## src/source/ooo_pkg.sv

```systemverilog
package ooo_pkg;

    localparam int XLEN        = 16;
    localparam int ARCH_REG_SZ = 8;
    localparam int PHYS_REG_SZ = 16;
    localparam int ROB_SZ      = 8;
    localparam int RS_SZ       = 4;
    localparam int MULT_STAGES = 3;

    typedef logic [$clog2(ARCH_REG_SZ)-1:0] arn_t;
    typedef logic [$clog2(PHYS_REG_SZ)-1:0] prn_t;
    typedef logic [$clog2(ROB_SZ)-1:0]      robn_t;
    typedef logic [$clog2(RS_SZ)-1:0]       rs_idx_t;

    typedef enum logic [2:0] {
        OP_LI,
        OP_ADD,
        OP_SUB,
        OP_XOR,
        OP_MUL
    } op_e;

    typedef struct packed {
        op_e        op;
        arn_t       dest_arn;
        arn_t       src1_arn;
        arn_t       src2_arn;
        logic [7:0] imm;
    } dispatch_packet_t;

    // opa/opb hold the tag until the ready bit is set
    typedef struct packed {
        op_e             op;
        logic            opa_ready;
        logic [XLEN-1:0] opa;
        logic            opb_ready;
        logic [XLEN-1:0] opb;
        logic [7:0]      imm;
        prn_t            dest_prn;
        robn_t           robn;
    } rs_entry_t;

    typedef struct packed {
        op_e             op;
        logic [XLEN-1:0] opa;
        logic [XLEN-1:0] opb;
        logic [7:0]      imm;
        prn_t            dest_prn;
        robn_t           robn;
    } issue_packet_t;

    typedef struct packed {
        logic            valid;
        prn_t            dest_prn;
        robn_t           robn;
        logic [XLEN-1:0] value;
    } cdb_packet_t;

    typedef struct packed {
        arn_t dest_arn;
        prn_t dest_prn;
        prn_t old_prn;
        logic done;
    } rob_entry_t;

    typedef struct packed {
        arn_t            dest_arn;
        prn_t            dest_prn;
        prn_t            old_prn;
        logic [XLEN-1:0] value;
    } commit_packet_t;

endpackage

```

## src/source/fu_cdb.sv

```systemverilog
module fu_cdb (
    input  logic                   clock,
    input  logic                   rst_n,
    input  logic                   alu_issue_valid,
    input  logic                   mult_issue_valid,
    input  ooo_pkg::issue_packet_t issue,
    output logic                   alu_avail,
    output logic                   mult_avail,
    output ooo_pkg::cdb_packet_t   cdb
);
    import ooo_pkg::*;

    logic            alu_valid;
    issue_packet_t   alu_q;
    logic [XLEN-1:0] alu_result;
    cdb_packet_t     mult_pipe [MULT_STAGES];

    always_comb begin
        case (alu_q.op)
            OP_LI:   alu_result = XLEN'(alu_q.imm);
            OP_ADD:  alu_result = alu_q.opa + alu_q.opb;
            OP_SUB:  alu_result = alu_q.opa - alu_q.opb;
            OP_XOR:  alu_result = alu_q.opa ^ alu_q.opb;
            default: alu_result = '0;
        endcase
    end

    // hold off the alu one cycle ahead of a multiplier broadcast
    assign alu_avail  = !mult_pipe[MULT_STAGES-2].valid;
    assign mult_avail = 1'b1;

    always_ff @(posedge clock) begin
        if (!rst_n) begin
            alu_valid <= 1'b0;
            cdb       <= '0;
            for (int s = 0; s < MULT_STAGES; s++) begin
                mult_pipe[s].valid <= 1'b0;
            end
        end else begin
            alu_valid <= alu_issue_valid;
            if (alu_issue_valid) begin
                alu_q <= issue;
            end

            // low half of the product only
            mult_pipe[0] <= '{valid: mult_issue_valid, dest_prn: issue.dest_prn,
                              robn: issue.robn, value: issue.opa * issue.opb};
            for (int s = 1; s < MULT_STAGES; s++) begin
                mult_pipe[s] <= mult_pipe[s-1];
            end

            // multiplier cannot stall so it always wins
            if (mult_pipe[MULT_STAGES-1].valid) begin
                cdb <= mult_pipe[MULT_STAGES-1];
            end else begin
                cdb <= '{valid: alu_valid, dest_prn: alu_q.dest_prn,
                         robn: alu_q.robn, value: alu_result};
            end
        end
    end

    a_no_bus_clash: assert property (@(posedge clock) disable iff (!rst_n)
        !(alu_valid && mult_pipe[MULT_STAGES-1].valid));

endmodule

```

## src/source/ooo.sv

```systemverilog
module ooo (
    input  logic                      clock,
    input  logic                      rst_n,
    input  logic                      dispatch_valid,
    input  ooo_pkg::dispatch_packet_t dispatch,
    output logic                      structural_hazard,
    output logic                      commit_valid,
    output ooo_pkg::commit_packet_t   commit
);
    import ooo_pkg::*;

    prn_t            src1_prn, src2_prn, old_prn, dest_prn;
    logic            free_empty, rs_full, rob_full;
    logic [XLEN-1:0] rd1_value, rd2_value, commit_value;
    logic            rd1_ready, rd2_ready;
    logic            opa_hit, opb_hit;
    rs_entry_t       rs_entry;
    rob_entry_t      rob_entry;
    robn_t           rob_tail;
    commit_packet_t  rob_commit;
    issue_packet_t   issue;
    logic            alu_issue_valid, mult_issue_valid;
    logic            alu_avail, mult_avail;
    cdb_packet_t     cdb;

    rat u_rat (
        .clock, .rst_n, .dispatch_valid, .dispatch,
        .commit_valid, .commit(rob_commit),
        .src1_prn, .src2_prn, .old_prn, .dest_prn, .free_empty
    );

    prf u_prf (
        .clock, .rst_n, .rd1_prn(src1_prn), .rd2_prn(src2_prn),
        .commit_prn(rob_commit.dest_prn), .alloc_prn(dest_prn),
        .alloc_valid(dispatch_valid), .cdb,
        .rd1_value, .rd2_value, .commit_value, .rd1_ready, .rd2_ready
    );

    rs u_rs (
        .clock, .rst_n, .dispatch_valid, .entry_in(rs_entry), .cdb,
        .alu_avail, .mult_avail, .alu_issue_valid, .mult_issue_valid,
        .issue, .full(rs_full)
    );

    rob u_rob (
        .clock, .rst_n, .dispatch_valid, .entry_in(rob_entry), .cdb,
        .tail(rob_tail), .full(rob_full), .commit_valid, .commit(rob_commit)
    );

    fu_cdb u_fu_cdb (
        .clock, .rst_n, .alu_issue_valid, .mult_issue_valid, .issue,
        .alu_avail, .mult_avail, .cdb
    );

    // catch a result that is on the bus this very cycle
    assign opa_hit = cdb.valid && (cdb.dest_prn == src1_prn);
    assign opb_hit = cdb.valid && (cdb.dest_prn == src2_prn);

    always_comb begin
        rs_entry.op        = dispatch.op;
        rs_entry.opa_ready = rd1_ready || opa_hit;
        rs_entry.opa       = rd1_ready ? rd1_value : opa_hit ? cdb.value : XLEN'(src1_prn);
        rs_entry.opb_ready = rd2_ready || opb_hit;
        rs_entry.opb       = rd2_ready ? rd2_value : opb_hit ? cdb.value : XLEN'(src2_prn);
        rs_entry.imm       = dispatch.imm;
        rs_entry.dest_prn  = dest_prn;
        rs_entry.robn      = rob_tail;
    end

    assign rob_entry = '{dest_arn: dispatch.dest_arn, dest_prn: dest_prn,
                         old_prn: old_prn, done: 1'b0};

    assign commit = '{dest_arn: rob_commit.dest_arn, dest_prn: rob_commit.dest_prn,
                      old_prn: rob_commit.old_prn, value: commit_value};

    assign structural_hazard = rob_full || rs_full || free_empty;

endmodule

```

## src/source/prf.sv

```systemverilog
module prf (
    input  logic                      clock,
    input  logic                      rst_n,
    input  ooo_pkg::prn_t             rd1_prn,
    input  ooo_pkg::prn_t             rd2_prn,
    input  ooo_pkg::prn_t             commit_prn,
    input  ooo_pkg::prn_t             alloc_prn,
    input  logic                      alloc_valid,
    input  ooo_pkg::cdb_packet_t      cdb,
    output logic [ooo_pkg::XLEN-1:0]  rd1_value,
    output logic [ooo_pkg::XLEN-1:0]  rd2_value,
    output logic [ooo_pkg::XLEN-1:0]  commit_value,
    output logic                      rd1_ready,
    output logic                      rd2_ready
);
    import ooo_pkg::*;

    logic [XLEN-1:0]        values [PHYS_REG_SZ];
    logic [PHYS_REG_SZ-1:0] ready;

    assign rd1_value    = values[rd1_prn];
    assign rd2_value    = values[rd2_prn];
    assign commit_value = values[commit_prn];
    assign rd1_ready    = ready[rd1_prn];
    assign rd2_ready    = ready[rd2_prn];

    always_ff @(posedge clock) begin
        if (!rst_n) begin
            ready <= '1;
            for (int i = 0; i < PHYS_REG_SZ; i++) begin
                values[i] <= '0;
            end
        end else begin
            if (alloc_valid) begin
                ready[alloc_prn] <= 1'b0;
            end
            if (cdb.valid) begin
                values[cdb.dest_prn] <= cdb.value;
                ready[cdb.dest_prn]  <= 1'b1;
            end
        end
    end

    // each tag is broadcast exactly once per allocation
    a_cdb_to_pending: assert property (@(posedge clock) disable iff (!rst_n)
        cdb.valid |-> !ready[cdb.dest_prn]);

endmodule

```

## src/source/rat.sv

```systemverilog
module rat (
    input  logic                      clock,
    input  logic                      rst_n,
    input  logic                      dispatch_valid,
    input  ooo_pkg::dispatch_packet_t dispatch,
    input  logic                      commit_valid,
    input  ooo_pkg::commit_packet_t   commit,
    output ooo_pkg::prn_t             src1_prn,
    output ooo_pkg::prn_t             src2_prn,
    output ooo_pkg::prn_t             old_prn,
    output ooo_pkg::prn_t             dest_prn,
    output logic                      free_empty
);
    import ooo_pkg::*;

    prn_t                           map_table [ARCH_REG_SZ];
    prn_t                           free_list [PHYS_REG_SZ];
    prn_t                           free_head;
    prn_t                           free_tail;
    logic [$clog2(PHYS_REG_SZ):0]   free_count;

    assign src1_prn   = map_table[dispatch.src1_arn];
    assign src2_prn   = map_table[dispatch.src2_arn];
    assign dest_prn   = free_list[free_head];
    assign free_empty = (free_count == 0);

    // r0 is never remapped, so its new register is simply handed back at commit
    assign old_prn = (dispatch.dest_arn == '0) ? free_list[free_head]
                                               : map_table[dispatch.dest_arn];

    always_ff @(posedge clock) begin
        if (!rst_n) begin
            for (int i = 0; i < ARCH_REG_SZ; i++) begin
                map_table[i] <= prn_t'(i);
            end
            for (int i = 0; i < PHYS_REG_SZ; i++) begin
                free_list[i] <= prn_t'(i + ARCH_REG_SZ);
            end
            free_head  <= '0;
            free_tail  <= prn_t'(PHYS_REG_SZ - ARCH_REG_SZ);
            free_count <= ($clog2(PHYS_REG_SZ)+1)'(PHYS_REG_SZ - ARCH_REG_SZ);
        end else begin
            if (dispatch_valid) begin
                free_head <= free_head + 1'b1;
                if (dispatch.dest_arn != '0) begin
                    map_table[dispatch.dest_arn] <= free_list[free_head];
                end
            end
            if (commit_valid) begin
                free_list[free_tail] <= commit.old_prn;
                free_tail            <= free_tail + 1'b1;
            end
            case ({dispatch_valid, commit_valid})
                2'b10:   free_count <= free_count - 1'b1;
                2'b01:   free_count <= free_count + 1'b1;
                default: free_count <= free_count;
            endcase
        end
    end

    // the top must hold dispatch off while the list is empty
    a_no_pop_empty: assert property (@(posedge clock) disable iff (!rst_n)
        dispatch_valid |-> free_count != 0);

    a_no_push_full: assert property (@(posedge clock) disable iff (!rst_n)
        commit_valid |-> free_count != PHYS_REG_SZ);

endmodule

```

## src/source/rob.sv

```systemverilog
module rob (
    input  logic                    clock,
    input  logic                    rst_n,
    input  logic                    dispatch_valid,
    input  ooo_pkg::rob_entry_t     entry_in,
    input  ooo_pkg::cdb_packet_t    cdb,
    output ooo_pkg::robn_t          tail,
    output logic                    full,
    output logic                    commit_valid,
    output ooo_pkg::commit_packet_t commit
);
    import ooo_pkg::*;

    rob_entry_t              entries [ROB_SZ];
    robn_t                   head;
    robn_t                   cdb_offset;
    logic [$clog2(ROB_SZ):0] count;

    assign full         = (count == ROB_SZ);
    assign commit_valid = (count != 0) && entries[head].done;

    // value comes from the register file at the top
    assign commit = '{dest_arn: entries[head].dest_arn, dest_prn: entries[head].dest_prn,
                      old_prn: entries[head].old_prn, value: '0};

    assign cdb_offset = cdb.robn - head;

    always_ff @(posedge clock) begin
        if (!rst_n) begin
            head  <= '0;
            tail  <= '0;
            count <= '0;
        end else begin
            if (cdb.valid) begin
                entries[cdb.robn].done <= 1'b1;
            end
            if (dispatch_valid) begin
                entries[tail] <= entry_in;
                tail          <= tail + 1'b1;
            end
            if (commit_valid) begin
                head <= head + 1'b1;
            end
            case ({dispatch_valid, commit_valid})
                2'b10:   count <= count + 1'b1;
                2'b01:   count <= count - 1'b1;
                default: count <= count;
            endcase
        end
    end

    // completions only land between head and tail
    a_done_in_window: assert property (@(posedge clock) disable iff (!rst_n)
        cdb.valid |-> cdb_offset < count);

endmodule

```

## src/source/rs.sv

```systemverilog
module rs (
    input  logic                   clock,
    input  logic                   rst_n,
    input  logic                   dispatch_valid,
    input  ooo_pkg::rs_entry_t     entry_in,
    input  ooo_pkg::cdb_packet_t   cdb,
    input  logic                   alu_avail,
    input  logic                   mult_avail,
    output logic                   alu_issue_valid,
    output logic                   mult_issue_valid,
    output ooo_pkg::issue_packet_t issue,
    output logic                   full
);
    import ooo_pkg::*;

    rs_entry_t               entries [RS_SZ];
    rs_idx_t                 age [RS_SZ];
    logic [RS_SZ-1:0]        valid;
    logic [$clog2(RS_SZ):0]  count;
    rs_idx_t                 sel;
    rs_idx_t                 free_slot;
    logic                    sel_found;

    // age 0 is the oldest, ages stay dense over the valid entries
    always_comb begin
        count     = '0;
        free_slot = '0;
        sel       = '0;
        sel_found = 1'b0;
        for (int i = RS_SZ - 1; i >= 0; i--) begin
            if (valid[i]) begin
                count = count + 1'b1;
            end else begin
                free_slot = rs_idx_t'(i);
            end
        end
        for (int i = 0; i < RS_SZ; i++) begin
            if (valid[i] && entries[i].opa_ready && entries[i].opb_ready &&
                (entries[i].op == OP_MUL ? mult_avail : alu_avail) &&
                (!sel_found || age[i] < age[sel])) begin
                sel       = rs_idx_t'(i);
                sel_found = 1'b1;
            end
        end
    end

    assign full             = (count == RS_SZ);
    assign alu_issue_valid  = sel_found && (entries[sel].op != OP_MUL);
    assign mult_issue_valid = sel_found && (entries[sel].op == OP_MUL);
    assign issue = '{op: entries[sel].op, opa: entries[sel].opa, opb: entries[sel].opb,
                     imm: entries[sel].imm, dest_prn: entries[sel].dest_prn,
                     robn: entries[sel].robn};

    always_ff @(posedge clock) begin
        if (!rst_n) begin
            valid <= '0;
        end else begin
            for (int i = 0; i < RS_SZ; i++) begin
                if (valid[i]) begin
                    // wake-up from the bus
                    if (!entries[i].opa_ready && cdb.valid && prn_t'(entries[i].opa) == cdb.dest_prn) begin
                        entries[i].opa_ready <= 1'b1;
                        entries[i].opa       <= cdb.value;
                    end
                    if (!entries[i].opb_ready && cdb.valid && prn_t'(entries[i].opb) == cdb.dest_prn) begin
                        entries[i].opb_ready <= 1'b1;
                        entries[i].opb       <= cdb.value;
                    end
                    if (sel_found && age[i] > age[sel]) begin
                        age[i] <= age[i] - 1'b1;
                    end
                end
            end
            if (sel_found) begin
                valid[sel] <= 1'b0;
            end
            if (dispatch_valid) begin
                valid[free_slot]   <= 1'b1;
                entries[free_slot] <= entry_in;
                age[free_slot]     <= rs_idx_t'(count - sel_found);
            end
        end
    end

    a_no_dispatch_full: assert property (@(posedge clock) disable iff (!rst_n)
        dispatch_valid |-> !full);

endmodule

```

## config.mk

```make
export PLATFORM = sky130hd
export DESIGN_NAME = ooo
export DESIGN_NICKNAME = d
export VERILOG_FILES = /design/src/source/ooo_pkg.sv /design/src/source/fu_cdb.sv /design/src/source/ooo.sv /design/src/source/prf.sv /design/src/source/rat.sv /design/src/source/rob.sv /design/src/source/rs.sv
export SDC_FILE = /design/constraint.sdc
export NUM_CORES = 2
export LEC_CHECK = 0
export BUFFER_PORTS_ARGS = -buffer_cell sky130_fd_sc_hd__buf_2
export CORE_MARGIN = 2
export CORE_UTILIZATION = 55
export CTS_CLUSTER_DIAMETER = 60
export CTS_CLUSTER_SIZE = 20
export DETAILED_ROUTE_END_ITERATION = 10
export PLACE_DENSITY = 0.82
export REMOVE_ABC_BUFFERS = 1
export SLEW_MARGIN = 20
export SYNTH_ARGS = -nofsm -noshare
export SYNTH_HDL_FRONTEND = slang
export SYNTH_HIERARCHICAL = 1
export SYNTH_SLANG_ARGS = --single-unit
```

## constraint.sdc

```tcl
create_clock -name clock -period 8.7 [get_ports clock]
set_input_delay 0.435 -clock clock [delete_from_list [all_inputs] [get_ports clock]]
set_output_delay 0.435 -clock clock [all_outputs]
set_load 0.01 [all_outputs]
```

==> results by group <==
Status
  • Outcome: finished, violations left
  • Failing checks: setup timing

Routing
  • DRC viols: 0
  • Post-route ant nets: 0
  • Vias after detailed routing: 33,300
  • Avg WL per Cell: 24.8 µm
  • Pre-antenna DRT Iters: 6
  • Total wire length: 127,000 µm
  • Via density per instance: 6.47
  • DR iter-0 viols: 4,379

Layout
  • Post-layout util: 61.4%
  • Final Non-Filler Cells: 5,145
  • Area of the multi-input gates: 21,900 µm²
  • Register area: 25,000 µm²
  • Final nets: 4,134
  • Share of cells above drive strength 1: 19.1%
  • Commonest non-fill, non-tap cell in the layout: edfxtp_1
  • Most frequent cells in the layout: 774 x edfxtp_1, 606 x nand2_1, 390 x and2_1, 216 x mux4_2, 187 x buf_4
  • Antenna diodes: 0
  • Filler cell count: 6,350
  • Area delta synth->final: 10.5%

Worst setup path
  • Max incr delay on CP: 560 ps
  • Crit Path Category: reg -> reg
  • Req. time, crit path: 9060 ps
  • Cell mode on critical path: fa_1
  • Worst Setup Start Kind: flip-flop
  • Worst Path Max Fanout: 7
  • Slowest CP cell: fa_1
  • WP data arrival: 9120 ps
  • CP Capture Type: flip-flop

Pwr
  • Worst IR Drop VDD: 305 µV
  • Pwr/cell area: 221 nW/µm²
  • Leakage power total: 20.0 nW

Timing
  • Hold Fails Final Rpt: 0
  • Slew @ Worst Pin: 1160 ps
  • Final cycle utilization of the critical path: 101%
  • FMAX: 114 MHz
  • Final Skew: 46.0 ps
  • Final WS setup: -61.4 ps
  • Final setup viols: 2
  • RSZ-0062 raised after global routing: true
  • Slew Limit Fails: 0
  • Post-layout min period: 8760 ps
  • Setup TNS: -95.1 ps
  • Slew HR: 22.4%

Global route
  • Initial antenna violation count: 0
  • Vias in the first global route: 33,500
  • Largest net degree at the start of global routing: 125
  • Total GRT Usage: 28.1%
  • Gr ovfl total: 0
  • First-pass GRT wire length: 194,000 µm

Worst hold path
  • HP Class: in -> reg

CTS
  • CTS sink cnt: 861
  • Num CTS Buffers: 67
  • Clk slew on worst S/H paths: 80 ps
  • Root Driver: clkbuf_16
  • CTS H-tree depth: 3
  • CTS tree: done
  • Clock latency on the worst-skew pair: 630 ps
  • CTS Buffer Depth: 3

Place
  • Post-placement cell count: 4,991
  • Placer Congestion: 0.926
  • Pre-CTS setup slack: -557 ps
  • Port Buffers: 51
  • Post-DP HPWL: 83,600 µm

Die
  • # IOs: 52
  • Die H: 300 µm
  • Chip width: 300 µm
  • Core Area: 86,800 µm²
  • Starting density of the core: 55.6%
  • Row count: 108
  • Die footprint: 90,000 µm²

Logic synthesis
  • Syn Inst Count: 3,848
  • Average size of a mapped cell: 12.5 µm²
  • Yosys warns: 6
  • Cell area after synthesis: 48,200 µm²

Flow run
  • Max Cap Violations: 0
power breakdown:
group / switching [mW] / internal [mW] / leakage (nW)
Combinational: 1.91 / 1.69 / 10.7
Clock: 1.57 / 1.73 / 1.11
Sequential: 0.137 / 4.74 / 8.13
flip-flops by register name, indices dropped and copies added (netlist names), 24 cells and up, named ones only:
name                flops
u_prf/values          256
u_rs/entries          208
u_rob/entries          96
u_fu_cdb/mult_pipe     72
u_rat/free_list        64
u_fu_cdb/alu_q         50
u_rat/map_table        32
u_fu_cdb/cdb           24
worst paths after layout:
path / from / to / slack, ps / cells past startpoint
hold / removal: dispatch[7] / u_rs/entries[3][14]$_DFFE_PP_ / 30 / 1
hold reg to reg: u_fu_cdb/mult_pipe[0][23]$_SDFF_PN0_ / u_fu_cdb/mult_pipe[0][47]$_SDFF_PN0_ / 440 / 1
setup reg to reg: u_rs/entries[1][49]$_DFFE_PP_ / u_fu_cdb/mult_pipe[0][14]$_DFFE_PP_ / -60 / 37
setup / recovery: u_rs/entries[1][49]$_DFFE_PP_ / u_fu_cdb/mult_pipe[0][14]$_DFFE_PP_ / -60 / 37
metal layers:
layer	GRT usage (%)	share of wire [%]	vias up
li1	-	-	14300
met1	36.3	36	16300
met2	46.7	48	2193
met3	4.57	11	412
met4	13.5	4.9	0
met5	0	0	-
timing repair:
action / in CTS / in global routing
pin swaps: 29 / 10
gates cloned: 2 / 2
setup endpoints to repair: 4 / 6
endpoints found under the hold margin: 15 / 0
hold buffers: 4 / 0
buffers inserted: 17 / 7
gates resized for setup: 23 / 41
final cells by class:
type	count	area share [%]
multi-input cells	2587	41.1
well taps	1155	2.71
clock inverters	40	0.996
clock buffers	81	3.38
inverters	160	1.13
repair buffers	261	3.76
flip-flops and latches	861	46.9
critical path, delay by kind of cell (launching register included):
family	cells	cell delay [ps]
AO/OA/AOI/OAI	11	1630
adder cells (fa/ha/maj)	9	3830
buffers and inverters	7	630
flip-flops	1	410
multiplexers	3	770
AND/OR/NAND/NOR	7	1220
metrics by stage:
stage / cell area [µm²] / power [mW] / hold slack (ps)
after floorplan: 47100 / 7.14 / 411
after global placement: 50300 / 8.18 / 427
after detailed placement: 50400 / 8.26 / 428
after CTS: 53000 / 11.6 / 0.990
after global routing: 53300 / 12.3 / 27.9
final: 53300 / 11.8 / 33.0
Note: power is estimated with default switching activity, not from simulation.
